[src/source/core_defs.svh]
/*
 * Core configuration
 * Datapath and register file sizes, channel count, instruction store depth
 * and the bit positions of the instruction fields
 */
`ifndef CORE_DEFS_SVH
`define CORE_DEFS_SVH

// Datapath
`define DATA_WIDTH      32

// Registers per channel and channelised register file
`define REG_DEPTH       16
`define REG_ADDR_WIDTH  4
`define MAX_CHANNELS    4
`define CH_ADDR_WIDTH   2
`define FULL_ADDR_WIDTH 6
`define REG_FILE_SIZE   (`MAX_CHANNELS * `REG_DEPTH)

// Instruction store
`define STORE_DEPTH     64
`define PC_WIDTH        6
`define INSTR_WIDTH     32

// Instruction fields
`define OPCODE_MSB      31
`define OPCODE_LSB      28
`define DEST_MSB        27
`define DEST_LSB        24
`define SRC_A_MSB       23
`define SRC_A_LSB       20
`define SRC_B_MSB       19
`define SRC_B_LSB       16
`define IMM_MSB         15
`define IMM_LSB         0
`define IMM_WIDTH       16

`endif

[src/source/instruction_store.sv]
/*
 * Instruction store
 * Program memory loaded by the host, read by the control unit through a
 * registered port with one cycle of latency
 */
`timescale 1ns/10ps
`include "core_defs.svh"

module instruction_store (
    input  logic                    clock,
    input  logic                    prog_valid,
    input  logic [`PC_WIDTH-1:0]    prog_addr,
    input  logic [`INSTR_WIDTH-1:0] prog_data,
    input  logic [`PC_WIDTH-1:0]    pc,
    output logic [`INSTR_WIDTH-1:0] instr
);

    logic [`INSTR_WIDTH-1:0] mem [`STORE_DEPTH];

    // Host write port
    always_ff @(posedge clock) begin
        if (prog_valid) begin
            mem[prog_addr] <= prog_data;
        end
    end

    // Fetch port, pc presented in FETCH gives instr in ISSUE
    always_ff @(posedge clock) begin
        instr <= mem[pc];
    end

endmodule

[config.mk]
export PLATFORM = sky130hd
export DESIGN_NAME = instruction_store
export DESIGN_NICKNAME = d
export VERILOG_FILES = /design/src/source/instruction_store.sv
export VERILOG_INCLUDE_DIRS = /design/src /design/src/source
export SDC_FILE = /design/constraint.sdc
export NUM_CORES = 2
export LEC_CHECK = 0
export BUFFER_PORTS_ARGS = -buffer_cell sky130_fd_sc_hd__buf_2
export CAP_MARGIN = 20
export CORE_ASPECT_RATIO = 1.25
export CORE_UTILIZATION = 25
export DETAILED_ROUTE_END_ITERATION = 8
export SYNTH_ARGS = -nofsm -noshare
export SYNTH_HDL_FRONTEND = slang
export SYNTH_SLANG_ARGS = --single-unit
export TNS_END_PERCENT = 10
[constraint.sdc]
create_clock -name clock -period 6.5 [get_ports clock]
set_input_delay 0.325 -clock clock [delete_from_list [all_inputs] [get_ports clock]]
set_output_delay 0.325 -clock clock [all_outputs]
set_load 0.005 [all_outputs]
### After elaboration in Yosys (flattened, before gate mapping)

Memory sizes are Yosys's and may differ from the RTL's. A register that Yosys moved wholly into a read port is not among the register bits.
Cells that the tools add are included.
Widths: inputs -> output; s select.

| word-level totals | value |
|---|---|
| flip-flop bits (word level) | 0 |
| RAM bits | 2048 |
| input port bits | 46 |
| word-level logic and storage cells | 3 |
| memories | 1 |

| operators by class | value |
|---|---|
| mux-type cells | 2 |

Memory list:

| name | depth | bits a word | read ports | clocked after Yosys merged registers in | write ports | RTL line | RTL |
|---|---|---|---|---|---|---|---|
| mem | 64 | 32 | 1 | 1 | 1 | instruction_store.sv:18 | `` logic [`INSTR_WIDTH-1:0] mem [`STORE_DEPTH]; `` |

Operators by type and width:

| operator | number |
|---|---|
| $mux 1 | 2 |

### Logic depth before layout (Yosys ltp)

| logic depth | value |
|---|---|
| word-level depth | 2 |
| gate-level depth with buffers | 10 |
| gate-level depth less buffers | 5 |

### Least setup slack after synthesis

No wires, ideal clock.

| timing path | value |
|---|---|
| kind | input to register |
| start | in prog_addr[3] |
| end | mem mem[48][0] in the netlist's numbering, enable pin |
| setup time | 461 ps |
| arrival | 3024 ps |
| data required time | 6039 ps |
| setup slack | 3015 ps |
| cell stages on the path | 4 |
| path through | clkbuf_1 -> nor2b_1 -> nand4b_1 -> nor3_1 |

RTL lines:

| element | RTL line | RTL |
|---|---|---|
| start, declared | instruction_store.sv:12 | `` input logic [`PC_WIDTH-1:0] prog_addr, `` |
| end, declared | instruction_store.sv:18 |  |

No word-level cell before the write port.

### Worst setup path after layout

| timing path | value |
|---|---|
| start | in prog_addr[1] |
| end | mem mem[47][4] in the netlist's numbering, enable pin |

No word-level cell before the write port.

==> summary.txt <==
Run status
  • Status: complete, no violations

Clock tree
  • CTS max path bufs: 3
  • PostCTS Resize Cnt: 0
  • Worst-skew pair later-pin latency: 0.83 ns
  • Clk root buf: clkbuf_16
  • CTS Sinks: 2,080
  • CTS Hold Bufs: 3
  • Num CTS Buffers: 186
  • Max H-tree Level: 4
  • CTS tree: built
  • Worst-path clk slew: 0.07 ns
  • # Post-CTS Setup Buffers: 0

Yosys
  • Netlist cell types: 34
  • Most area-consuming cells after synthesis: edfxtp_1 (78%), mux4_2 (16%), mux2i_1 (1.2%), dfxtp_1 (0.82%), o22ai_1 (0.67%)
  • Async SR Flop Fraction: 0
  • Register area share after synthesis: 0.791
  • Yosys top cell area share: 0.783
  • Ys flop type: edfxtp_1
  • Cell Area, Synth: 78,500 µm²
  • Most numerous cell in the Yosys netlist: edfxtp_1
  • Syn nets: 3,370
  • Commonest cells post-synth: edfxtp_1 (2,048), mux4_2 (544), nor2_1 (137)
  • Post-synthesis instance total: 3,324
  • Avg Inst Size Synth: 23.6 µm²
  • Post-synth EDFFs: 2,048
  • Yosys top cell by area: edfxtp_1
  • Flops & latches, synth: 2,080
  • Warning count from the yosys run: 0

Setup path
  • CP Capture Type: flop
  • CP Data Required Time: 6.98 ns
  • CP top delay family: simple AND/OR/NAND/NOR gates
  • Slowest cell delay on critical path: 1.19 ns
  • Slowest cell on the critical path: nor2_4
  • Worst Setup Start Kind: input port
  • Crit path buf inv count: 3
  • Worst-path cell chain: dlygate4sd3_1, buf_2, nand4_1, nor2_4, buf_4
  • Crit-path max FO: 20
  • WP data arrival: 3.79 ns
  • Setup CP Type: in2reg

Floorplan
  • Starting density of the core: 0.252
  • Die ar.: 316,000 µm²
  • Height of the die: 629 µm
  • Io pins: 78
  • Core area: 312,000 µm²
  • Placement row count: 229
  • Die width: 503 µm

STA
  • Final worst-path setup slack: 3.19 ns
  • Final TNS setup: 0 ns
  • Final hold vios: 0
  • Max Clock Skew: 0.0225 ns
  • RSZ-0062 raised after global routing: false
  • Minimum hold slack: 0.0484 ns
  • Tmin final: 3.31 ns
  • Fin crit share: 0.509
  • Final Max Slew Viols: 0
  • Slew @ Worst Pin: 1.14 ns
  • Max_slew headroom: 0.242
  • Fmax: 302 MHz
  • Finish-stage setup viols: 0

Finish
  • Final Cell Area: 91,600 µm²
  • Fillers: 30,100
  • Fin util: 0.294
  • Layout area overhead: 16.6%
  • Multi-input logic area: 16,000 µm²
  • Layout cell share with drive strength beyond 1: 0.297
  • Reg area: 62,100 µm²
  • Final #Nets: 3,618
  • Non-filler cells, final: 7,901

Routing
  • Via density: 4.63
  • DR WL/cell: 26.5 µm
  • 1st-iter DRT viols: 3,984
  • DR vias: 36,500
  • WL final: 209,000 µm
  • Drt first pass iters: 6
  • Residual DRC: 0
  • Detail Route Antenna Nets: 0

Global routing
  • GRT busiest layer: met2
  • Routing usage on met1: 0.165
  • Global Route Usage Sum: 0.131
  • First-pass GRT wire length: 293,000 µm
  • Routing usage on met3: 0.0254
  • Number of global-route vias before repair: 37,700
  • Initial antenna violation count: 29
  • Largest net degree at the start of global routing: 117
  • Met2 GRT Util: 0.221
  • GRT overflow: 0

Place
  • DPL Wire Length: 116,000 µm
  • Placer Congestion: 0.763
  • Dpl ws: 2.69 ns
  • Port-buffer cells: 77
  • DP Area: 84,700 µm²
  • Inst Count DP: 7,496

Power and ir drop
  • Sw frac: 0.211
  • Sequential share of power: 0.546
  • Internal: 21.6 mW
  • Psw: 5.75 mW
  • Leakage: 27.6 nW
  • Clock Power Share: 0.404
  • Pwr Total: 27.3 mW
  • Peak supply drop: 0.000319 V
  • Combinational power share: 0.050
  • Power Density: 298 nW/µm²

Flow run
  • Max Cap Violations: 0

Hold path
  • Min-Delay Path Class: in2reg
[cell usage in the layout, fill, tap and decap left out, types with 14 or more instances in the layout]
master            n
nor2_1           74
nor2b_1          14
clkbuf_8         14
o221ai_1         27
a21oi_1          62
clkinv_2         27
diode_2          15
mux2i_1          93
mux4_2          544
buf_2            73
clkbuf_16       189
edfxtp_1       2048
dfxtp_1          32
bufinv_16        17
clkbuf_1         50
nand2_1          25
dlygate4sd3_1    21
buf_12           27
o22ai_1          84
clkinv_1         25
buf_4           109
nor2_4           62
[power by group through the flow]
stage               sequential [mW]  clock, mW  combinational [mW]
floorplan                      15.2          0               0.722
global placement               15.2          0                1.31
detailed placement             15.2          0                1.34
CTS                            14.9       11.2                1.34
global route                   14.9       11.7                1.44
finish                         14.9       11.0                1.37
[worst reg2reg max path: cells and delay by family, from the launching register on]
kind | cells | cell delay (ns)
AND/OR/NAND/NOR | 1 | 0.17
multiplexers | 2 | 0.68
flip-flops | 1 | 0.36
AO/OA/AOI/OAI | 2 | 1.03
[routing by layer]
layer  wire, µm  vias up
met3      13900      324
met5        131        -
met1      82700    20100
met4       7110       22
li1           -    14800
met2     106000     1346
[state kept, by name, summed over array words and instances (netlist names)]
name   count
instr     32
mem     2048
[final timing paths]
| check | startpoint | to | slack (ns) | cells past startpoint |
|---|---|---|---|---|
| setup reg to reg | mem[11][28] | instr[28] | 4.09 | 5 |
| hold reg to reg | mem[28][17] | instr[17] | 0.75 | 4 |
| setup / recovery | prog_addr[1] | mem[47][4] | 3.19 | 5 |
| hold / removal | prog_data[27] | mem[16][27] | 0.05 | 1 |
[final cells by class]
type                       count  share of cell area
sequential                  2080               0.679
clock inverter                91              0.0102
tap                         4158              0.0568
antenna                       15            0.000410
timing repair buffer         242              0.0238
clock buffer                 253              0.0558
multi-input combinational   1062               0.174
[logic make-up (layout without fill, tap and decap cells)]
family	Yosys count	after routing	synth area share
AO/OA/AOI/OAI	202	202	0.0167
buffers and inverters	182	586	0.0113
flip-flops	2080	2080	0.791
multiplexers	637	637	0.168
other	0	15	0
AND/OR/NAND/NOR	223	223	0.0127
Power figures use the tool's default switching activity.
