$ cat config.mk
export PLATFORM = sky130hd
export DESIGN_NAME = register_file
export DESIGN_NICKNAME = d
export VERILOG_FILES = /design/src/source/register_file.sv
export VERILOG_INCLUDE_DIRS = /design/src /design/src/source
export SDC_FILE = /design/constraint.sdc
export NUM_CORES = 2
export LEC_CHECK = 0
export BUFFER_PORTS_ARGS = -buffer_cell sky130_fd_sc_hd__clkbuf_2
export CORE_MARGIN = 5
export CORE_UTILIZATION = 54
export DETAILED_ROUTE_END_ITERATION = 7
export GPL_TIMING_DRIVEN = 0
export PLACE_DENSITY_LB_ADDON = 0.08
export REMOVE_ABC_BUFFERS = 1
export SYNTH_ARGS = -nofsm -noshare
export SYNTH_HDL_FRONTEND = slang
export SYNTH_SLANG_ARGS = --single-unit
export TNS_END_PERCENT = 50
$ cat constraint.sdc
create_clock -name clock -period 4.37 [get_ports clock]
set_input_delay 0.437 -clock clock [delete_from_list [all_inputs] [get_ports clock]]
set_output_delay 0.437 -clock clock [all_outputs]
set_load 0.01 [all_outputs]
$ cat src/source/core_defs.svh
/*
 * Core configuration
 * Datapath and register file sizes, channel count, instruction store depth
 * and the bit positions of the instruction fields
 */
`ifndef CORE_DEFS_SVH
`define CORE_DEFS_SVH

// Datapath
`define DATA_WIDTH      32

// Registers per channel and channelised register file
`define REG_DEPTH       16
`define REG_ADDR_WIDTH  4
`define MAX_CHANNELS    4
`define CH_ADDR_WIDTH   2
`define FULL_ADDR_WIDTH 6
`define REG_FILE_SIZE   (`MAX_CHANNELS * `REG_DEPTH)

// Instruction store
`define STORE_DEPTH     64
`define PC_WIDTH        6
`define INSTR_WIDTH     32

// Instruction fields
`define OPCODE_MSB      31
`define OPCODE_LSB      28
`define DEST_MSB        27
`define DEST_LSB        24
`define SRC_A_MSB       23
`define SRC_A_LSB       20
`define SRC_B_MSB       19
`define SRC_B_LSB       16
`define IMM_MSB         15
`define IMM_LSB         0
`define IMM_WIDTH       16

`endif

$ cat src/source/register_file.sv
/*
 * Channelised register file
 * Two asynchronous operand reads, ALU writeback and a host access port
 * that is open only while the core is idle
 */
`timescale 1ns/10ps
`include "core_defs.svh"

module register_file (
    input  logic                        clock,
    input  logic                        rst,
    input  logic [`FULL_ADDR_WIDTH-1:0] read_addr_a,
    output logic [`DATA_WIDTH-1:0]      read_data_a,
    input  logic [`FULL_ADDR_WIDTH-1:0] read_addr_b,
    output logic [`DATA_WIDTH-1:0]      read_data_b,
    input  logic                        wb_valid,
    input  logic [`FULL_ADDR_WIDTH-1:0] wb_addr,
    input  logic [`DATA_WIDTH-1:0]      wb_data,
    input  logic                        dma_valid,
    input  logic                        dma_write,
    input  logic [`FULL_ADDR_WIDTH-1:0] dma_addr,
    input  logic [`DATA_WIDTH-1:0]      dma_wdata,
    input  logic                        busy,
    output logic                        dma_ready,
    output logic                        dma_rvalid,
    output logic [`DATA_WIDTH-1:0]      dma_rdata
);

    logic [`DATA_WIDTH-1:0] regs [`REG_FILE_SIZE];
    logic                   dma_accept;

    assign dma_ready  = !busy;
    assign dma_accept = dma_valid && dma_ready;

    // Operand reads
    assign read_data_a = regs[read_addr_a];
    assign read_data_b = regs[read_addr_b];

    //////////////////////////////////////////////////////////////////////
    // Write ports, writeback first
    //////////////////////////////////////////////////////////////////////
    always_ff @(posedge clock) begin
        if (rst) begin
            for (int i = 0; i < `REG_FILE_SIZE; i++) begin
                regs[i] <= '0;
            end
        end else if (wb_valid) begin
            regs[wb_addr] <= wb_data;
        end else if (dma_accept && dma_write) begin
            regs[dma_addr] <= dma_wdata;
        end
    end

    // Host read response
    always_ff @(posedge clock) begin
        if (rst) begin
            dma_rvalid <= 1'b0;
        end else begin
            dma_rvalid <= dma_accept && !dma_write;
        end
    end

    always_ff @(posedge clock) begin
        if (dma_accept && !dma_write) begin
            dma_rdata <= regs[dma_addr];
        end
    end

endmodule

# --- Yosys cells after proc, flatten, opt, wreduce, memory -nomap -nowiden ---
# Memory sizes are Yosys's and may differ from the RTL's. A register that Yosys moved wholly into a read port is not among the register bits.
# Index checks and enable logic that the tools add are counted.
op_classes:
  n_mux: 15
  n_reduce_logical: 7
op_table:
  columns: ["operator", "count"]
  rows:
  - ["two-way mux 32 bit", 2]
  - ["OR reduction 32 bit", 2]
  - ["two-way mux 6 bit", 2]
  - ["two-way mux 1 bit", 11]
  - ["logical AND 1 bit", 3]
  - ["zero test 1 bit", 2]
word_totals:
  regBits: 1
  ramBits: 2048
  wordCells: 24
  n_memories: 1
memory_table:
  columns: ["memory", "depth", "width", "rd", "rd_ports_with_merged_regs", "wr", "line", "rtl"]
  rows:
  - ["regs", 64, 32, 3, 1, 64, "register_file.sv:29", "logic [`DATA_WIDTH-1:0] regs [`REG_FILE_SIZE];"]

# --- Depth between registers and ports, before layout ---
logic_depth:
  ltp_word: 9
  depth_mapped: 11
  depth_no_buf: 5

# --- Worst setup path before layout ---
# No wires, ideal clock.
synth_path:
  path_type: "in2reg"
  startpoint: "in dma_write"
  endpoint: "reg dma_rdata[0], read port of regs, enable pin"
  setup_ns: 0.470
  t_arrival_ns: 2.873
  required_ns: 3.900
  slack_ns: 1.028
  stages: 1
  cell_sequence: "nor3b_1"
synth_between:
  elab_chain_len: 2
synth_rtl:
  columns: ["element", "line", "rtl"]
  rows:
  - ["from (decl)", "register_file.sv:20", "input logic dma_write,"]
  - ["zero test 1 bit", "register_file.sv:64", "if (dma_accept && !dma_write) begin"]
  - ["logical AND 1 bit", "register_file.sv:64", null]
  - ["to (decl)", "register_file.sv:26", "output logic [`DATA_WIDTH-1:0] dma_rdata"]
# No other way between the ends.
# A chain may end at the register's enable or synchronous reset.

# --- Worst setup path after layout ---
layout_path:
  startpoint: "in read_addr_b[1]"
  endpoint: "out read_data_b[6]"
layout_between:
  elab_chain_len: 1
layout_rtl:
  columns: ["element", "line", "rtl"]
  rows:
  - ["from (decl)", "register_file.sv:14", "input logic [`FULL_ADDR_WIDTH-1:0] read_addr_b,"]
  - ["memory read (64 x 32 bit)", null, null]
  - ["to (decl)", "register_file.sv:15", "output logic [`DATA_WIDTH-1:0] read_data_b,"]
# No other way between the ends.

==> flow_summary_export.csv <==
group,metric,value,unit
setup_path,reg2reg_depth,4,
timing,max_freq,217,MHz
clocking,cts.sinks,2081,
setup_path,path_cells,"clkbuf_16, buf_16, buf_16, mux4_2, mux4_2, a22oi_2, o221ai_2, clkbuf_2",
floorplanning,core_area,227000,um2
floorplanning,dieWidth,487,um
synthesis,ys_seq_area_share,50.9,%
timing,finalSetupTns,-10600,ps
power,p_per_area,378,nW/um2
clocking,clk_pin_slew,60,ps
global_route,grt_max_degree,81,
clocking,clock_path_buffers,3,
setup_path,reg2reg_slack,1000,ps
setup_path,cp_data_arrival_time,4170,ps
hold_path,min_path_type,"in -> reg",
clocking,clock_latency,900,ps
clocking,cts_made_buffers,226,
placement,placed_cell_area,130000,um2
detailed_routing,wl_per_cell,45.9,um
job,drv_cap,3,
cells_and_area,finalNetCount,8153,
timing,worst_slew_pin_slew,1590,ps
clocking,root_buffer,"clkbuf_16",
synthesis,synth_edf_count,2080,
placement,dp_hpwl,312000,um
floorplanning,start_util,54.1,%
setup_path,cp.required,3930,ps
setup_path,path_max_fanout,55,
synthesis,synth_warnings,0,
floorplanning,dieArea,237000,um2
placement,gp_congestion,1.04,
synthesis,syn_inst,8228,
synthesis,ys_ff_latch,2081,
timing,min_period,4600,ps
timing,final_hold_viol_count,0,
cells_and_area,layout-area-overhead-vs-synth,13.4,%
power,irDropWorstVdd,438,uV
cells_and_area,finalInstanceArea,139000,um2
global_route,grt_pass1_vias,85226,
timing,timing.final.ws_setup,-234,ps
cells_and_area,final_common_cell,"nor2_1",
cells_and_area,drive_gt1_share,35.1,%
placement,portBuffers,191,
floorplanning,dieHeight,487,um
global_route,grt.overflow.total,0,
cells_and_area,layout_common_cells,"2149 x nor2_1, 2080 x edfxtp_1, 1678 x mux4_2, 262 x mux2i_1, 239 x clkbuf_16",
setup_path,crit_buf_inv,4,
synthesis,synthArstFlopShare,0,%
detailed_routing,vias,88335,
synthesis,synth_area,123000,um2
setup_path,crit_slowest_cell,"a22oi_2",
cells_and_area,final_util,61.4,%
timing,period_share,105,%
clocking,ctsHtreeMaxLevel,4,
timing,setup_viol,163,
setup_path,endpoint,"read_data_b[6]",
synthesis,ys.flop_type,"edfxtp_1",
run_status,violations,"max-capacitance violations, max-slew violations, negative setup slack",
setup_path,critical_path.startpoint,"read_addr_b[1]",
floorplanning,row_count,175,
synthesis,synth.distinct_cells,66,
detailed_routing,vias_per_cell,7.82,
setup_path,max_stage_delay,1030,ps
setup_path,crit_family,"compound AO/OA/AOI/OAI gates",
detailed_routing,dr.pass1.iters,8,
timing,report.final.slew_viol_count,3,
global_route,antenna_found_initial,33,
global_route,track_usage,43.5,%
floorplanning,io-pin-count,192,
setup_path,crit_type,"in -> out",
setup_path,rr_endpoint,"dma_rdata[8]",
timing,whs,37.1,ps
setup_path,critPathCaptureType,"output pin",
global_route,grt_pass1_wl,703000,um
synthesis,syn_area_per_cell,14.9,um2
setup_path,path_depth,8,
detailed_routing,drc,0,
setup_path,rr_startpoint,"regs[16][8]",
clocking,cts_tree,"done",
timing,slew_headroom,-6.48,%
detailed_routing,drt-initial-drc-count,16367,
timing,clock_skew,37.6,ps
cells_and_area,num-fill-cells,16835,
run_status,status,"complete, but fails checks",
power,p_leak,46.4,nW
detailed_routing,ant_nets,0,
setup_path,cp-start-kind,"input port",
timing,rsz0062_at_grt,"yes",
detailed_routing,wirelength,519000,um
[synth_stat cells (all sizes together), types with 3 or more instances]
cell / number / area share [%]
inv: 8 / 0.024
a211oi: 24 / 0.15
a31oi: 5 / 0.025
or2: 4 / 0.020
o22ai: 46 / 0.23
nand3b: 5 / 0.031
nor4: 4 / 0.020
o211ai: 16 / 0.098
o2111ai: 3 / 0.021
clkbuf: 536 / 1.6
mux2i: 298 / 2.4
nor3: 21 / 0.086
nor2: 2154 / 6.6
nand2: 252 / 0.81
a211o: 3 / 0.021
or3: 6 / 0.031
a221o: 13 / 0.11
mux4: 1678 / 31
nand3: 26 / 0.11
or3b: 7 / 0.050
buf: 399 / 1.9
o32ai: 3 / 0.021
a311oi: 6 / 0.043
a22o: 13 / 0.093
mux2: 119 / 1.1
o31ai: 14 / 0.10
edfxtp: 2080 / 51
or4: 5 / 0.034
and2: 13 / 0.066
nand4: 13 / 0.066
a22oi: 63 / 0.39
o221ai: 77 / 0.55
o21ai: 88 / 0.36
nand2b: 76 / 0.39
a21oi: 94 / 0.40
nor3b: 3 / 0.018
nor2b: 33 / 0.17
[cell type report]
type / instances / area [um2] / share of cell area [%]
Inverter: 9 / 65.1 / 0.0467
Timing Repair inverter: 1 / 8.76 / 0.00629
Sequential cell: 2081 / 62500 / 44.9
Timing Repair Buffer: 535 / 8480 / 6.09
Clock buffer: 282 / 5930 / 4.26
Multi-Input combinational cell: 5205 / 57300 / 41.1
Clock inverter: 141 / 1170 / 0.838
Tap cell: 3009 / 3760 / 2.70
Antenna cell: 29 / 72.6 / 0.0521
[worst reg2reg max path, stage by stage, from the launching register on]
cell	delay (ps)
edfxtp_1	420
mux4_2	500
mux4_2	610
a22oi_1	910
o221ai_1	540
[sequential cells by signal, summed over array words and instances (netlist names)]
| signal | count |
|---|---|
| dma_rdata | 32 |
| dma_rvalid | 1 |
| regs | 2048 |
[report_power, final]
group	leakage, nW	internal, mW	switching [mW]
combinational	23.2	4.02	5.68
clock	3.48	10.6	8.46
sequential	19.8	23.1	0.777
[repair_timing]
item	CTS	global route
endpoints found under the setup margin	817	154
hold buffers	7	0
cloned	37	6
gates resized for setup	62	34
setup buffers	26	11
hold endpoints to repair	11	0
pin swaps	15	8
[layer usage]
layer,share of wire (%),global-route usage [%],vias to the layer above
met2,43,61.5,8434
met1,32,54.0,45590
met4,9.8,33.5,18
met3,15,16.7,1852
met5,0.082,0.919,-
li1,-,-,32441
[worst min-delay path by stage]
stage                             from            end  slack [ps]  depth (start not counted)
after floorplan                    rst     dma_rvalid         510                          1
after global placement      dma_rvalid     dma_rvalid         830                          1
after detailed placement     dma_write  dma_rdata[23]         790                          2
after CTS                 dma_wdata[3]    regs[51][3]          10                          3
after global routing       wb_data[17]   regs[48][17]          40                          3
final                     dma_wdata[3]    regs[51][3]          40                          3
[logic make-up (layout without fill, tap and decap cells)]
group	after synthesis	in the layout	synth area share [%]
and+or+nand+nor	2625	2627	8.50
muxes	2095	2095	34.3
DFF	2081	2081	50.9
buffers and inverters	944	968	3.59
AOI/OAI and AO/OA	483	483	2.71
other	0	29	0
[metrics by stage]
step	setup slack [ps]	total power [mW]	cells
3_5_place_dp	-1900	33.1	10742
5_1_grt	-192	53.4	11278
2_1_floorplan	-413	28.3	7293
6_report	-234	52.6	11292
4_1_cts	-136	51.9	11235
3_3_place_gp	-25540	35.3	10493
Power figures use the tool's default switching activity.
