### src/source/core_defs.svh
/*
 * Core configuration
 * Datapath and register file sizes, channel count, instruction store depth
 * and the bit positions of the instruction fields
 */
`ifndef CORE_DEFS_SVH
`define CORE_DEFS_SVH

// Datapath
`define DATA_WIDTH      32

// Registers per channel and channelised register file
`define REG_DEPTH       16
`define REG_ADDR_WIDTH  4
`define MAX_CHANNELS    4
`define CH_ADDR_WIDTH   2
`define FULL_ADDR_WIDTH 6
`define REG_FILE_SIZE   (`MAX_CHANNELS * `REG_DEPTH)

// Instruction store
`define STORE_DEPTH     64
`define PC_WIDTH        6
`define INSTR_WIDTH     32

// Instruction fields
`define OPCODE_MSB      31
`define OPCODE_LSB      28
`define DEST_MSB        27
`define DEST_LSB        24
`define SRC_A_MSB       23
`define SRC_A_LSB       20
`define SRC_B_MSB       19
`define SRC_B_LSB       16
`define IMM_MSB         15
`define IMM_LSB         0
`define IMM_WIDTH       16

`endif

### src/source/core_pkg.sv
/*
 * Core types
 * Opcode encoding and control FSM states
 */
package core_pkg;

    //////////////////////////////////////////////////////////////////////
    // Opcodes, held in the top nibble of the instruction word
    //////////////////////////////////////////////////////////////////////
    typedef enum logic [3:0] {
        OP_NOP  = 4'h0,
        OP_ADD  = 4'h1,
        OP_SUB  = 4'h2,
        OP_AND  = 4'h3,
        OP_OR   = 4'h4,
        OP_XOR  = 4'h5,
        // Shift amount from the low five bits of operand b
        OP_SHL  = 4'h6,
        // Zero-extended 16-bit immediate
        OP_LDI  = 4'h7,
        OP_STOP = 4'hF
    } opcode_t;

    //////////////////////////////////////////////////////////////////////
    // Control unit states
    //////////////////////////////////////////////////////////////////////
    typedef enum logic [1:0] {
        ST_IDLE  = 2'd0,
        ST_FETCH = 2'd1,
        ST_ISSUE = 2'd2,
        ST_DRAIN = 2'd3
    } ctrl_state_t;

endpackage

### src/source/control_unit.sv
/*
 * Control unit
 * Run/done FSM, program counter and the per-instruction channel loop
 */
`timescale 1ns/10ps
`include "core_defs.svh"

module control_unit (
    input  logic                      clock,
    input  logic                      rst,
    input  logic                      run,
    input  logic [`CH_ADDR_WIDTH:0]   n_channels,
    input  logic                      stop,
    output logic [`PC_WIDTH-1:0]      pc,
    output logic                      issue_valid,
    output logic [`CH_ADDR_WIDTH-1:0] channel,
    output logic                      busy,
    output logic                      done
);

    import core_pkg::*;

    localparam logic [`CH_ADDR_WIDTH:0] MAX_COUNT = (`CH_ADDR_WIDTH+1)'(`MAX_CHANNELS);

    ctrl_state_t             state;
    logic [`CH_ADDR_WIDTH:0] ch_count;
    logic                    drain_cnt;
    logic                    last_channel;

    assign busy        = (state != ST_IDLE);
    assign issue_valid = (state == ST_ISSUE);

    assign last_channel = ({1'b0, channel} == ch_count - 1'b1);

    //////////////////////////////////////////////////////////////////////
    // Sequencing
    //////////////////////////////////////////////////////////////////////
    always_ff @(posedge clock) begin
        if (rst) begin
            state     <= ST_IDLE;
            pc        <= '0;
            channel   <= '0;
            ch_count  <= '0;
            drain_cnt <= 1'b0;
            done      <= 1'b0;
        end else begin
            done <= 1'b0;
            case (state)
                ST_IDLE: begin
                    if (run) begin
                        pc      <= '0;
                        channel <= '0;
                        // Out of range counts are clamped to a legal value
                        if (n_channels == '0) begin
                            ch_count <= {{`CH_ADDR_WIDTH{1'b0}}, 1'b1};
                        end else if (n_channels > MAX_COUNT) begin
                            ch_count <= MAX_COUNT;
                        end else begin
                            ch_count <= n_channels;
                        end
                        state <= ST_FETCH;
                    end
                end
                ST_FETCH: begin
                    state <= ST_ISSUE;
                end
                ST_ISSUE: begin
                    if (stop) begin
                        channel   <= '0;
                        drain_cnt <= 1'b0;
                        state     <= ST_DRAIN;
                    end else if (last_channel) begin
                        channel <= '0;
                        pc      <= pc + 1'b1;
                        state   <= ST_FETCH;
                    end else begin
                        channel <= channel + 1'b1;
                    end
                end
                ST_DRAIN: begin
                    // Two cycles let the last writeback land
                    drain_cnt <= 1'b1;
                    if (drain_cnt) begin
                        done  <= 1'b1;
                        state <= ST_IDLE;
                    end
                end
                default: begin
                    state <= ST_IDLE;
                end
            endcase
        end
    end

endmodule

### config.mk
export PLATFORM = sky130hd
export DESIGN_NAME = control_unit
export DESIGN_NICKNAME = d
export VERILOG_FILES = /design/src/source/core_pkg.sv /design/src/source/control_unit.sv
export VERILOG_INCLUDE_DIRS = /design/src /design/src/source
export SDC_FILE = /design/constraint.sdc
export NUM_CORES = 1
export LEC_CHECK = 0
export ABC_AREA = 0
export BUFFER_PORTS_ARGS = -buffer_cell sky130_fd_sc_hd__buf_2
export CELL_PAD_IN_SITES_DETAIL_PLACEMENT = 1
export CELL_PAD_IN_SITES_GLOBAL_PLACEMENT = 1
export CORE_MARGIN = 5
export CORE_UTILIZATION = 42
export CTS_CLUSTER_DIAMETER = 200
export DETAILED_ROUTE_END_ITERATION = 8
export PLACE_DENSITY_LB_ADDON = 0.1
export SLEW_MARGIN = 40
export SYNTH_ARGS = -nofsm -noshare
export SYNTH_HDL_FRONTEND = slang
export SYNTH_SLANG_ARGS = --single-unit
### constraint.sdc
create_clock -name clock -period 4.7 [get_ports clock]
set_clock_uncertainty 0.05 [all_clocks]
set_input_delay 0.235 -clock clock [delete_from_list [all_inputs] [get_ports clock]]
set_output_delay 0.235 -clock clock [all_outputs]
set_load 0.005 [all_outputs]
* Word level (Yosys, flattened, before mapping)
Index checks and enable logic that the tools add are counted.
** Storage, ports and cells
- Register bits :: 15
- Input bits :: 7
- Output and inout port bits :: 11
- Word-level logic and storage cells :: 50
** Cells by class
- Add/sub/neg operators :: 3
- Order comparisons :: 1
- Equality and inequality tests :: 10
- Mux-type cells :: 18
- Bitwise logic cells :: 1
- Reductions and logical operators :: 11
** Operators by type and width (count)
- $mux 6 :: 3
- $mux 2 :: 7
- $pmux 6 s2 :: 1
- $ne 2x2->1 const B :: 4
- $pmux 2 s4 :: 1
- $add 6x1->6 const B :: 1
- $mux 3 :: 2
- $reduce_and 2->1 :: 3
- $reduce_bool 2->1 :: 3
- $eq 2x2->1 const B :: 2
- $pmux 2 s2 :: 1
- $reduce_and 4->1 :: 1
- $eq 2x3->1 :: 1
- $gt 3x3->1 const B :: 1
- $logic_not 3->1 :: 1
- $ne 3x2->1 const B :: 1
- $reduce_and 3->1 :: 1
- $sub 3x1->3 const B :: 1
- $add 2x1->2 const B :: 1
- $eq 2x1->1 const B :: 1
- $logic_not 2->1 :: 1
- $mux 1 :: 2
- $ne 2x1->1 const B :: 1
- $pmux 1 s2 :: 1
- other kinds (2) :: 2

* Logic depth before layout (Yosys ltp)
- Depth in word-level cells :: 5
- Gate-level depth with buffers :: 6
- Gate-level depth less buffers :: 6

* Least setup slack after synthesis
OpenSTA, ideal clock, no wires.
- Path type :: reg-to-reg
- From :: reg ch_count[0]
- To :: reg pc[5]
- Library setup time :: 0.136 ns
- Arrival time :: 1.620 ns
- Data required time :: 4.514 ns
- Setup slack :: 2.894 ns
- Cell stages (with the launch flop) :: 7
- Buffers on the path :: 0
- Period minus slack after synthesis :: 1.806 ns
- Cell sequence :: dfxtp_1 inv_1 ha_1 xor2_1 nand3_1 o31ai_2 o211ai_1
** On the way
- Word-level cells in the longest chain between the ends :: 4
** Ends and longest elaborated chain
- from (decl) :: line control_unit.sv:26 : logic [`CH_ADDR_WIDTH:0] ch_count;
- from (signal assigned) :: line control_unit.sv:55 : ch_count <= {{`CH_ADDR_WIDTH{1'b0}}, 1'b1};
- from (signal assigned) :: line control_unit.sv:59 : ch_count <= n_channels;
- $sub 3x1->3 :: line control_unit.sv:33 : assign last_channel = ({1'b0, channel} == ch_count - 1'b1);
- $eq 2x3->1 :: line control_unit.sv:33
- $ne 2x1->1 (no source line)
- $reduce_and 4->1 (no source line)
- to (signal assigned) :: line control_unit.sv:74 : pc <= pc + 1'b1;
- to (decl) :: line control_unit.sv:14 : output logic [`PC_WIDTH-1:0] pc,
No other way between the ends.
A chain may end at the register's enable or synchronous reset.

* Worst setup path after layout
Ends and elaborated chain as after synthesis.

==> results_dict.tcl <==
set metrics [dict create \
    drt_iter0_markers 4 \
    ctsLongestPathBuffers 2 \
    max_slew_margin_pct 69.6 \
    min_from "n_channels[2]" \
    wl_per_cell_um 14.8 \
    r2r_start "ch_count[0]$_SDFFE_PP0P_" \
    vias 725 \
    grt_pass1_wl_um 3240 \
    worstPathArrival_ns 2.21 \
    worstSetupStartpoint "ch_count[0]$_SDFFE_PP0P_" \
    cellPowerDensity_nw_per_um2 274 \
    setup_violations 0 \
    leakage_uw 0.000408 \
    routed_wl_um 1970 \
    synth_seq_area_share_pct 36.1 \
    hp-class "primary input to flip-flop" \
    grt_pass1_vias 714 \
    pwr-share-comb_pct 16.5 \
    htree_levels 1 \
    yosysWarnings 0 \
    initial_core_util_pct 43.2 \
    rsz0062_at_grt "no" \
    setup.worst_path.end_class "flip-flop" \
    grt_max_degree 19 \
    dr.pass1.iters 2 \
    layout_common_cells "buf_2 (17), dfxtp_1 (15), nand2b_1 (6)" \
    numCtsBuffers 3 \
    numPortBuffers 17 \
    syn_inst 88 \
    finalCriticalPeriod_ns 2.10 \
    crit_slowest_cell "o31ai_2" \
    cts_root_buf "clkbuf_4" \
    reg2reg_depth 6 \
    dp_hpwl_um 1490 \
    die_x_um 54.5 \
    fin_setup_tns_ns 0 \
    num_rows 16 \
    max_freq_mhz 477 \
    diodes 0 \
    viasPerCell 5.45 \
    post-route-period-util_pct 44.6 \
    max_stage_delay_ns 0.45 \
    p_clk_share_pct 29.3 \
    drc 0 \
    cts_setup_buffers 0 \
    synthArstFlopShare_pct 0 \
    hold_buffers 0 \
    crit_path_cell_trace "inv_1, ha_1, xor2_1, nand3_1, o31ai_2, o211ai_1" \
    synth_top_area_share_pct 36.1 \
    synth.area.top_cells "dfxtp_1 (36%), nand2b_1 (4.5%), or3b_2 (3.2%)" \
    fin_nets 116 \
    antenna_found_initial 0 \
    ys_ff_latch 15 \
    clk_latency_ns 0.28 \
    fillCellCount 246 \
    dieArea_um2 2970 \
    grt_overflow 0 \
    yosysTopAreaCell "dfxtp_1" \
    place_congestion 0.755 \
    synth_cell_types 38 \
    ios 18 \
    crit_type "flip-flop to flip-flop" \
    slew_violations 0 \
    hold_depth 3 \
    syn_to_final_growth_pct 13.6 \
    die_y_um 54.5 \
    p_int_uw 184 \
    grtUsageTotal_pct 15.7 \
    coreArea_um2 1920 \
    syn-cell-area_um2 831 \
    clk_pin_slew_ns 0.09 \
    critPathLaunchType "flip-flop" \
    numClockSinks 15 \
    finalPower_uw 259 \
    cts_resized 0 \
    syn_nets 97 \
    vdd_drop_max_v 0.000130 \
    max_cap_violations 0 \
    synth-edff-count 0 \
    drtAntennaViolNets 0 \
    required_ns 4.81 \
    outcome "finished clean" \
    p_seq_share_pct 54.3 \
    switching_share_pct 28.8 \
    cts_tree "built" \
    final_common_cell "buf_2" \
    tightestPinTransition_ns 0.453 \
    synth.avg_cell_area_um2 9.44 \
    hold_viol 0 \
    drive_gt1_share_pct 32.1 \
    switching_power_uw 74.5 \
    ys.flop_type "dfxtp_1" \
    cp_max_fo 5 \
]
-- cell usage after synthesis, types with 2 or more instances --
cell and number:
dfxtp_1 15, nand2b_1 6, nand2_1 5, nand3_1 5, nor2_1 5, a21oi_1 4, inv_1 4, nor2b_1 3
or3b_2 3, ha_1 2, nand4b_1 2, o21bai_1 2, o22ai_1 2, o31ai_1 2, or2_2 2, or2b_2 2
or3_1 2, xor2_1 2
-- per-stage QoR --
stage / std cells / instance area, um^2 / hold WS, ns / util, % / setup WS, ns
floorplan: 88 / 831 / 0.329 / - / 2.89
global placement: 129 / 917 / 0.390 / 47.7 / 2.70
detailed placement: 129 / 917 / 0.409 / 47.7 / 2.65
CTS: 133 / 943 / 0.162 / 49.1 / 2.60
global route: 133 / 943 / 0.186 / 49.1 / 2.37
finish: 133 / 943 / 0.164 / 49.1 / 2.60
-- final cells by class --
cell class,instances,area (um^2),share of cell area (%)
multi-input combinational,66,483,51.2
timing repair buffer,17,85.1,9.02
clock buffer,4,26.3,2.79
inverter,4,15.0,1.59
sequential,15,300,31.8
tap,27,33.8,3.58
-- critical path: cells and delay by family, from the launching register on --
kind,cells,cell delay (ns)
compound gates,2,0.61
fa+ha+maj,1,0.29
simple gates,1,0.26
xor+xnor,1,0.32
flops,1,0.38
buf+inv,1,0.06
-- power groups by stage --
stage,sequential (uW),combinational (uW),clock (uW)
2_1_floorplan,139,35.5,0
3_3_place_gp,143,41.5,0
3_5_place_dp,143,42.6,0
4_1_cts,140,43.2,77.9
5_1_grt,142,47.4,85.1
6_report,141,42.6,75.7
-- state kept, by name, indices dropped and copies added, names as in the netlist --
| signal | count |
|---|---|
| ch_count | 3 |
| pc | 6 |
| channel | 2 |
| drain_cnt | 1 |
| done | 1 |
| state | 2 |
-- final timing paths --
kind	endpoint	slack, ns
worst max-delay path	pc[5]$_SDFFE_PP0P_	2.60
worst max register to register	pc[5]$_SDFFE_PP0P_	2.60
worst min register to register	ch_count[1]$_SDFFE_PP0P_	0.42
worst min-delay path	ch_count[2]$_SDFFE_PP0P_	0.16
-- layer usage --
layer	wire, um	vias to the layer above	GRT usage [%]
met4	38	0	8.71
met1	892	353	18.9
li1	-	357	-
met3	77	4	3.27
met2	956	11	25.7
met5	0	-	0
-- kinds of logic (layout without fill, tap and decap cells) --
group                    Yosys count  after routing  synth area share, %
AO/OA/AOI/OAI                     19             19                 17.8
XOR/XNOR                           3              3                 3.16
adder cells (fa/ha/maj)            2              2                 3.01
buffers and inverters              7             25                 5.72
flip-flops                        15             15                 36.1
multiplexers                       1              1                 1.20
AND/OR/NAND/NOR                   41             41                 33.0
Power figures use the tool's default switching activity.
