### config.mk
export PLATFORM = sky130hd
export DESIGN_NAME = decoder
export DESIGN_NICKNAME = d
export VERILOG_FILES = /design/src/source/core_pkg.sv /design/src/source/decoder.sv
export VERILOG_INCLUDE_DIRS = /design/src /design/src/source
export SDC_FILE = /design/constraint.sdc
export NUM_CORES = 1
export LEC_CHECK = 0
export ABC_AREA = 1
export BUFFER_PORTS_ARGS = -buffer_cell sky130_fd_sc_hd__buf_2
export CELL_PAD_IN_SITES_DETAIL_PLACEMENT = 1
export CELL_PAD_IN_SITES_GLOBAL_PLACEMENT = 1
export CORE_MARGIN = 2
export CORE_UTILIZATION = 29
export DETAILED_ROUTE_END_ITERATION = 8
export PLACE_DENSITY_LB_ADDON = 0.1
export SLEW_MARGIN = 5
export SYNTH_ARGS = -nofsm -noshare
export SYNTH_HDL_FRONTEND = slang
export SYNTH_SLANG_ARGS = --single-unit
### constraint.sdc
create_clock -name clock -period 0.8 [get_ports clock]
set_input_delay 0.16 -clock clock [delete_from_list [all_inputs] [get_ports clock]]
set_output_delay 0.16 -clock clock [all_outputs]
set_load 0.01 [all_outputs]
### src/source/core_defs.svh
/*
 * Core configuration
 * Datapath and register file sizes, channel count, instruction store depth
 * and the bit positions of the instruction fields
 */
`ifndef CORE_DEFS_SVH
`define CORE_DEFS_SVH

// Datapath
`define DATA_WIDTH      32

// Registers per channel and channelised register file
`define REG_DEPTH       16
`define REG_ADDR_WIDTH  4
`define MAX_CHANNELS    4
`define CH_ADDR_WIDTH   2
`define FULL_ADDR_WIDTH 6
`define REG_FILE_SIZE   (`MAX_CHANNELS * `REG_DEPTH)

// Instruction store
`define STORE_DEPTH     64
`define PC_WIDTH        6
`define INSTR_WIDTH     32

// Instruction fields
`define OPCODE_MSB      31
`define OPCODE_LSB      28
`define DEST_MSB        27
`define DEST_LSB        24
`define SRC_A_MSB       23
`define SRC_A_LSB       20
`define SRC_B_MSB       19
`define SRC_B_LSB       16
`define IMM_MSB         15
`define IMM_LSB         0
`define IMM_WIDTH       16

`endif

### src/source/core_pkg.sv
/*
 * Core types
 * Opcode encoding and control FSM states
 */
package core_pkg;

    //////////////////////////////////////////////////////////////////////
    // Opcodes, held in the top nibble of the instruction word
    //////////////////////////////////////////////////////////////////////
    typedef enum logic [3:0] {
        OP_NOP  = 4'h0,
        OP_ADD  = 4'h1,
        OP_SUB  = 4'h2,
        OP_AND  = 4'h3,
        OP_OR   = 4'h4,
        OP_XOR  = 4'h5,
        // Shift amount from the low five bits of operand b
        OP_SHL  = 4'h6,
        // Zero-extended 16-bit immediate
        OP_LDI  = 4'h7,
        OP_STOP = 4'hF
    } opcode_t;

    //////////////////////////////////////////////////////////////////////
    // Control unit states
    //////////////////////////////////////////////////////////////////////
    typedef enum logic [1:0] {
        ST_IDLE  = 2'd0,
        ST_FETCH = 2'd1,
        ST_ISSUE = 2'd2,
        ST_DRAIN = 2'd3
    } ctrl_state_t;

endpackage

### src/source/decoder.sv
/*
 * Instruction decoder
 * Splits the instruction into fields, prefixes the channel to each register
 * index and issues one aligned operation per channel
 */
`timescale 1ns/10ps
`include "core_defs.svh"

module decoder (
    input  logic                        clock,
    input  logic                        rst,
    input  logic [`INSTR_WIDTH-1:0]     instr,
    input  logic                        issue_valid,
    input  logic [`CH_ADDR_WIDTH-1:0]   channel,
    output logic                        stop,
    output logic [`FULL_ADDR_WIDTH-1:0] read_addr_a,
    output logic [`FULL_ADDR_WIDTH-1:0] read_addr_b,
    output logic                        op_valid,
    output core_pkg::opcode_t           op,
    output logic [`FULL_ADDR_WIDTH-1:0] dest,
    output logic [`DATA_WIDTH-1:0]      imm
);

    import core_pkg::*;

    opcode_t                    opcode;
    logic                       writes_reg;
    logic [`REG_ADDR_WIDTH-1:0] src_a_q;
    logic [`REG_ADDR_WIDTH-1:0] src_b_q;
    logic [`CH_ADDR_WIDTH-1:0]  channel_q;

    assign opcode = opcode_t'(instr[`OPCODE_MSB:`OPCODE_LSB]);
    assign stop   = issue_valid && (opcode == OP_STOP);

    // Only these opcodes produce a writeback, unknown codes act as NOP
    always_comb begin
        case (opcode)
            OP_ADD, OP_SUB, OP_AND, OP_OR, OP_XOR, OP_SHL, OP_LDI: writes_reg = 1'b1;
            default: writes_reg = 1'b0;
        endcase
    end

    //////////////////////////////////////////////////////////////////////
    // Issue stage register
    //////////////////////////////////////////////////////////////////////
    always_ff @(posedge clock) begin
        if (rst) begin
            op_valid <= 1'b0;
        end else begin
            op_valid <= issue_valid && writes_reg;
        end
    end

    always_ff @(posedge clock) begin
        if (issue_valid) begin
            op        <= opcode;
            dest      <= {channel, instr[`DEST_MSB:`DEST_LSB]};
            imm       <= {{(`DATA_WIDTH-`IMM_WIDTH){1'b0}}, instr[`IMM_MSB:`IMM_LSB]};
            src_a_q   <= instr[`SRC_A_MSB:`SRC_A_LSB];
            src_b_q   <= instr[`SRC_B_MSB:`SRC_B_LSB];
            channel_q <= channel;
        end
    end

    // Operand addresses come from the same stage as op, so data lines up
    assign read_addr_a = {channel_q, src_a_q};
    assign read_addr_b = {channel_q, src_b_q};

endmodule

# ---- Word level (Yosys, flattened, before mapping)
# Index checks and enable logic that the tools add are counted.
dict set report totals {
  register_bits 37
  latchBits 0
  ram_bits 0
  rom_bits 0
  inputBits 37
  out_inout_bits 56
  word_cells 19
  memories 0
}
dict set report op_classes {
  add_sub_neg 0
  n_mul 0
  div_mod_pow 0
  n_lt_le_gt_ge 0
  eq_ne 8
  shifts 0
  n_mux 1
  n_bitwise 0
  reduce_logical 3
}
# operator n
set ops {}
lappend ops {{$eq A4 B3 Y1 const B} 4}
lappend ops {{$eq A4 B2 Y1 const B} 2}
lappend ops {{$reduce_or A7 Y1} 1}
lappend ops {{$eq A4 B1 Y1 const B} 1}
lappend ops {{$eq A4 B4 Y1 const B} 1}
lappend ops {{$logic_and A1 B1 Y1} 2}
lappend ops {{$mux W1} 1}

# ---- Logic depth before layout (Yosys ltp)
# Gate-level depths: netlist of the first run.
dict set report depth {
  ltp_word 4
  mapped_depth 4
  ltp_nobuf 4
}

# ---- Worst setup path after synthesis of the first run
# Ideal clock, no wire load.
dict set report synth_path {
  path_kind {flip-flop to output port}
  from {register, netlist name dest[4]}
  to {output port read_addr_a[4]}
  arrival_ps 595
  slack_ps 45
  stages_incl_launch_ff 2
  path_cell_list {edfxtp_1 buf_4}
}
# element line
set synth_rtl {}
lappend synth_rtl {{to (decl)} decoder.sv:16} ;# output logic [`FULL_ADDR_WIDTH-1:0] read_addr_a,

# ---- Final worst setup path of the first run
dict set report layout_path {
  from {register op[2]}
  to {output port op[2]}
}
# element line
set layout_rtl {}
lappend layout_rtl {{from (decl)} decoder.sv:19} ;# output core_pkg::opcode_t op,
lappend layout_rtl {{from (signal assigned)} decoder.sv:56} ;# op <= opcode;
# No word-level cell between the ends.

==> impl_metrics.yaml, run 1 <==
sta:
  rsz0062_at_grt: "true"
  fmaxAchievable_ghz: 0.998
  period_needed_ps: 1000
  finalCritPeriodShare_pct: 125
  layout_setup_ws_ps: -202
  setup-violations-final: 39
  fin_hold_ws_ps: 46.2
  slew_violations: 0
  hold_viol_final: 0
critical_path:
  cp_data_arrival_time_ps: 840
  cp-end-kind: "primary output"
  critical-path-top-delay-family: "flip-flops"
  path_class: "reg -> out"
  slowest_delay_ps: 410
  start_kind: "flip-flop"
  cp_max_fo: 1
  cp_data_required_time_ps: 640
  cp_slowest_cell: "edfxtp_1"
  cp_num_buf_inv: 1
  crit_chain: "buf_6"
route:
  drc_errors: 0
  via_per_inst: 3.80
  wl_um: 2530
  vias: 753
  ant_nets: 0
  drtPass1Iterations: 3
  wl_per_cell_um: 12.8
  drt-initial-drc-count: 54
run_status:
  status: "finished with violations"
  violations: "setup timing"
floorplan:
  rows: 23
  initial_core_util_pct: 30.4
  core_area_um2: 4060
  io-pin-count: 93
  die_x_um: 69.2
  dieArea_um2: 4790
  die_height_um: 69.2
logic_synthesis:
  synth_warnings: 0
  synth_top_area_cell: "edfxtp_1"
  syn-cell-area_um2: 1230
  synth_area_leaders: "edfxtp_1 (83%), buf_4 (12%), dfxtp_1 (1.6%)"
  synthCells: 66
  synth-seq-area-share_pct: 84.4
  synth_seq_cells: 35
  avgSynthCellArea_um2: 18.7
  ys_types: 8
  synth_top_area_share_pct: 82.8
global_routing:
  grt_pass1_vias: 749
  grt_antenna_before_repair: 0
  grt_usage_pct: 10.5
  grt_pass1_wl_um: 3660
  grt_overflow: 0
  grt_max_degree: 20
clock_tree:
  path_clk_slew_ps: 70
  cts.path.max_buffers: 2
  cts_sinks: 35
  root_buffer: "clkbuf_8"
  numCtsBuffers: 5
  htreeDepth: 2
  postCtsSetupBuffers: 0
  cts_tree: "yes"
pwr:
  p_int_mw: 3.61
  swShare_pct: 19.7
  power_density_nw_per_um2: 2530
  peakVddDrop_mv: 1.58
  power.share.clock_pct: 41.2
  pwr-share-comb_pct: 9.8
  pwr-share-seq_pct: 49.0
  p_leak_nw: 0.813
  p_sw_mw: 0.888
finish:
  antenna_cells: 0
  final_util_pct: 43.8
  areaGrowthSynthToFinish_pct: 44.2
  drive_above_1_share_pct: 58.8
  nNetsFinal: 184
hold_path:
  hold_class: "in -> reg"
place:
  hpwlAfterDp_um: 1970
  numPortBuffers: 76
  place.gp.congestion: 0.674
run:
  drv_cap: 0
==> Yosys cell counts (all sizes together) <==
master	count
buf	20
conb	1
dfxtp	1
edfxtp	34
inv	2
nand2	3
nand3	1
nor2	4
==> cells in the final DEF, fill, tap and decap left out <==
cell       count
nor2_1         4
buf_12         2
edfxtp_1      34
bufinv_16      2
dfxtp_2        1
nand3_1        1
nand2_1        3
buf_2         73
buf_4          2
conb_1        16
inv_1          2
buf_6          2
clkbuf_1       1
clkbuf_8       5
==> worst paths after layout <==
check / startpoint / slack (ps) / depth (start not counted) / end
hold / removal: instr[7] / 50 / 1 / imm[7]
setup / recovery: op[2] / -200 / 1 / op[2]
==> registers in the layout, summed over array words and instances (netlist names) <==
name      cells
imm          16
dest          6
op            4
src_a_q       4
src_b_q       4
op_valid      1
==> logic make-up (layout without fill, tap and decap cells) <==
logic type | count (synthesis) | in the layout | share of synthesized area, %
buffers and inverters | 22 | 89 | 12.8
other | 1 | 16 | 0.304
flip-flops | 35 | 35 | 84.4
AND/OR/NAND/NOR | 8 | 8 | 2.53
==> stage by stage <==
| stage | setup WS, ps | cells | area (um^2) | power, mW | TNS [ps] |
|---|---|---|---|---|---|
| after floorplan | 45.3 | 81 | 1290 | 2.46 | 0 |
| after global placement | -8.81 | 190 | 1630 | 2.67 | -154 |
| after detailed placement | -22.7 | 190 | 1630 | 2.68 | -420 |
| after CTS | -216 | 198 | 1760 | 4.55 | -6850 |
| after global routing | -247 | 198 | 1780 | 4.67 | -7700 |
| final | -202 | 198 | 1780 | 4.50 | -6000 |
==> area by class of cell <==
type	instances	area, um^2
well taps	50	62.6
repair buffers	79	443
fillers	445	2280
inverters	2	7.51
flip-flops and latches	35	1040
multi-input cells	24	91.3
clock buffers	6	72.6
clock inverters	2	60.1
==> routing by layer <==
| layer | global-route usage (%) | routed length (um) | vias up |
|---|---|---|---|
| met5 | 0 | 0 | - |
| met4 | 5.23 | 46 | 0 |
| met3 | 8.28 | 348 | 6 |
| met2 | 16.7 | 1310 | 47 |
| met1 | 9.69 | 823 | 343 |
| li1 | - | - | 357 |
==> power groups by stage <==
stage	clock, mW	combinational (mW)	sequential, mW
final	1.85	0.439	2.20
after global placement	0	0.431	2.24
after detailed placement	0	0.437	2.24
after global routing	1.98	0.473	2.22
after floorplan	0	0.130	2.33
after CTS	1.91	0.438	2.20
==> what timing repair did <==
item,in CTS,in global routing
endpoints found under the setup margin,39,40
hold buffers,0,0
gates cloned,0,0
gates resized for setup,0,5
pin swaps,0,0
Power figures use the tool's default switching activity.
==> inputs of run 2 (changes only) <==
--- a/config.mk
+++ b/config.mk
@@ -14,6 +14,7 @@
 export CORE_UTILIZATION = 29
 export DETAILED_ROUTE_END_ITERATION = 8
 export PLACE_DENSITY_LB_ADDON = 0.1
+export RECOVER_POWER = 50
 export SLEW_MARGIN = 5
 export SYNTH_ARGS = -nofsm -noshare
 export SYNTH_HDL_FRONTEND = slang
==> impl_metrics.yaml, run 2 (synthesis results as in run 1) <==
clock_tree:
  ctsHoldBuffers: 0
  cts_sinks: 35
  path_clk_slew_ps: 70
  postCtsSetupBuffers: 0
  numCtsBuffers: 5
  cts_tree: "yes"
  cts.path.max_buffers: 2
  htreeDepth: 2
  root_buffer: "clkbuf_8"
global_routing:
  grt_pass1_vias: 749
  grt_pass1_wl_um: 3660
  grt_antenna_before_repair: 0
  grt_max_degree: 20
  grt_overflow: 0
  grt_usage_pct: 10.5
place:
  numPortBuffers: 76
  place.gp.congestion: 0.674
  hpwlAfterDp_um: 1970
pwr:
  p_sw_mw: 0.888
  p_leak_nw: 0.798
  power_density_nw_per_um2: 2540
  swShare_pct: 19.8
  peakVddDrop_mv: 1.58
  p_int_mw: 3.60
  finalPower_mw: 4.49
  pwr-share-comb_pct: 9.7
  power.share.clock_pct: 41.3
  pwr-share-seq_pct: 49.1
floorplan:
  rows: 23
  die_height_um: 69.2
  core_area_um2: 4060
  io-pin-count: 93
  dieArea_um2: 4790
  die_x_um: 69.2
  initial_core_util_pct: 30.4
route:
  drt-initial-drc-count: 53
  drtPass1Iterations: 3
  ant_nets: 0
  drc_errors: 0
  wl_um: 2540
  wl_per_cell_um: 12.8
  vias: 750
  via_per_inst: 3.79
sta:
  setup-violations-final: 39
  slew_violations: 0
  layout_setup_ws_ps: -202
  fin_hold_ws_ps: 46.1
  period_needed_ps: 1000
  fmaxAchievable_ghz: 0.998
  rsz0062_at_grt: "true"
  finalCritPeriodShare_pct: 125
  hold_viol_final: 0
critical_path:
  cp_slowest_cell: "edfxtp_1"
  start_kind: "flip-flop"
  cp_data_required_time_ps: 640
  crit_chain: "buf_6"
  cp-end-kind: "primary output"
  cp_max_fo: 1
  cp_num_buf_inv: 1
  cp_data_arrival_time_ps: 840
  path_class: "reg -> out"
  critical-path-top-delay-family: "flip-flops"
  slowest_delay_ps: 410
finish:
  reg_top3: "imm x16, dest x6"
  layout_common_cells: "buf_2 (69), edfxtp_1 (34), conb_1 (16)"
  seq_area_um2: 1040
  antenna_cells: 0
  nFillCells: 447
  top_register: "imm"
  multi_input_area_um2: 91.3
  drive_above_1_share_pct: 55.4
  largest_register_ff_count: 16
  mostFrequentLayoutCell: "buf_2"
  nNetsFinal: 184
  areaGrowthSynthToFinish_pct: 43.5
hold_path:
  hold_class: "in -> reg"
run_status:
  status: "finished with violations"
  violations: "setup timing"
run:
  drv_cap: 0
-- run 2: changes by cell type in the layout (fill, tap and decap cells not counted) --
cell      before  now
buf_2         73   69
buf_4          2    1
clkbuf_1       1    6
-- run 2: power by group through the flow --
stage | registers (mW) | clock network (mW) | logic [mW]
3_3_place_gp | 2.24 | 0 | 0.431
5_1_grt | 2.22 | 1.98 | 0.468
4_1_cts | 2.20 | 1.91 | 0.438
3_5_place_dp | 2.24 | 0 | 0.437
2_1_floorplan | 2.33 | 0 | 0.130
6_report | 2.20 | 1.85 | 0.434
-- run 2: per-layer routing --
| layer | global-route usage [%] | vias up | part of all wire (%) | routed length (um) |
|---|---|---|---|---|
| met5 | 0 | - | 0 | 0 |
| li1 | - | 356 | - | - |
| met1 | 9.69 | 341 | 32 | 821 |
| met3 | 8.28 | 6 | 14 | 351 |
| met2 | 16.7 | 47 | 52 | 1310 |
| met4 | 5.23 | 0 | 1.8 | 46 |
-- run 2: what timing repair did --
| item | in CTS | in global routing |
|---|---|---|
| pin swaps | 0 | 0 |
| gates resized for setup | 0 | 5 |
| setup endpoints to repair | 39 | 40 |
-- run 2: area by class of cell --
cell class	instances	share of cell area [%]
multi-input combinational	24	5.16
sequential	35	58.9
clock buffer	6	4.10
timing repair buffer	79	24.5
tap	50	3.53
clock inverter	2	3.39
inverter	2	0.424
-- run 2: final timing paths --
| check | from | to | cells after the start |
|---|---|---|---|
| max | op[2] | op[2] | 1 |
| min | instr[7] | imm[7] | 1 |
-- run 2: per-stage QoR --
stage	area [um^2]	TNS [ps]	util [%]	setup slack (ps)	instances
2_1_floorplan	1290	0	-	45.3	81
3_3_place_gp	1630	-154	40.2	-8.81	190
3_5_place_dp	1630	-420	40.2	-22.7	190
4_1_cts	1760	-6850	43.4	-216	198
5_1_grt	1770	-7740	43.6	-247	198
6_report	1770	-6010	43.6	-202	198
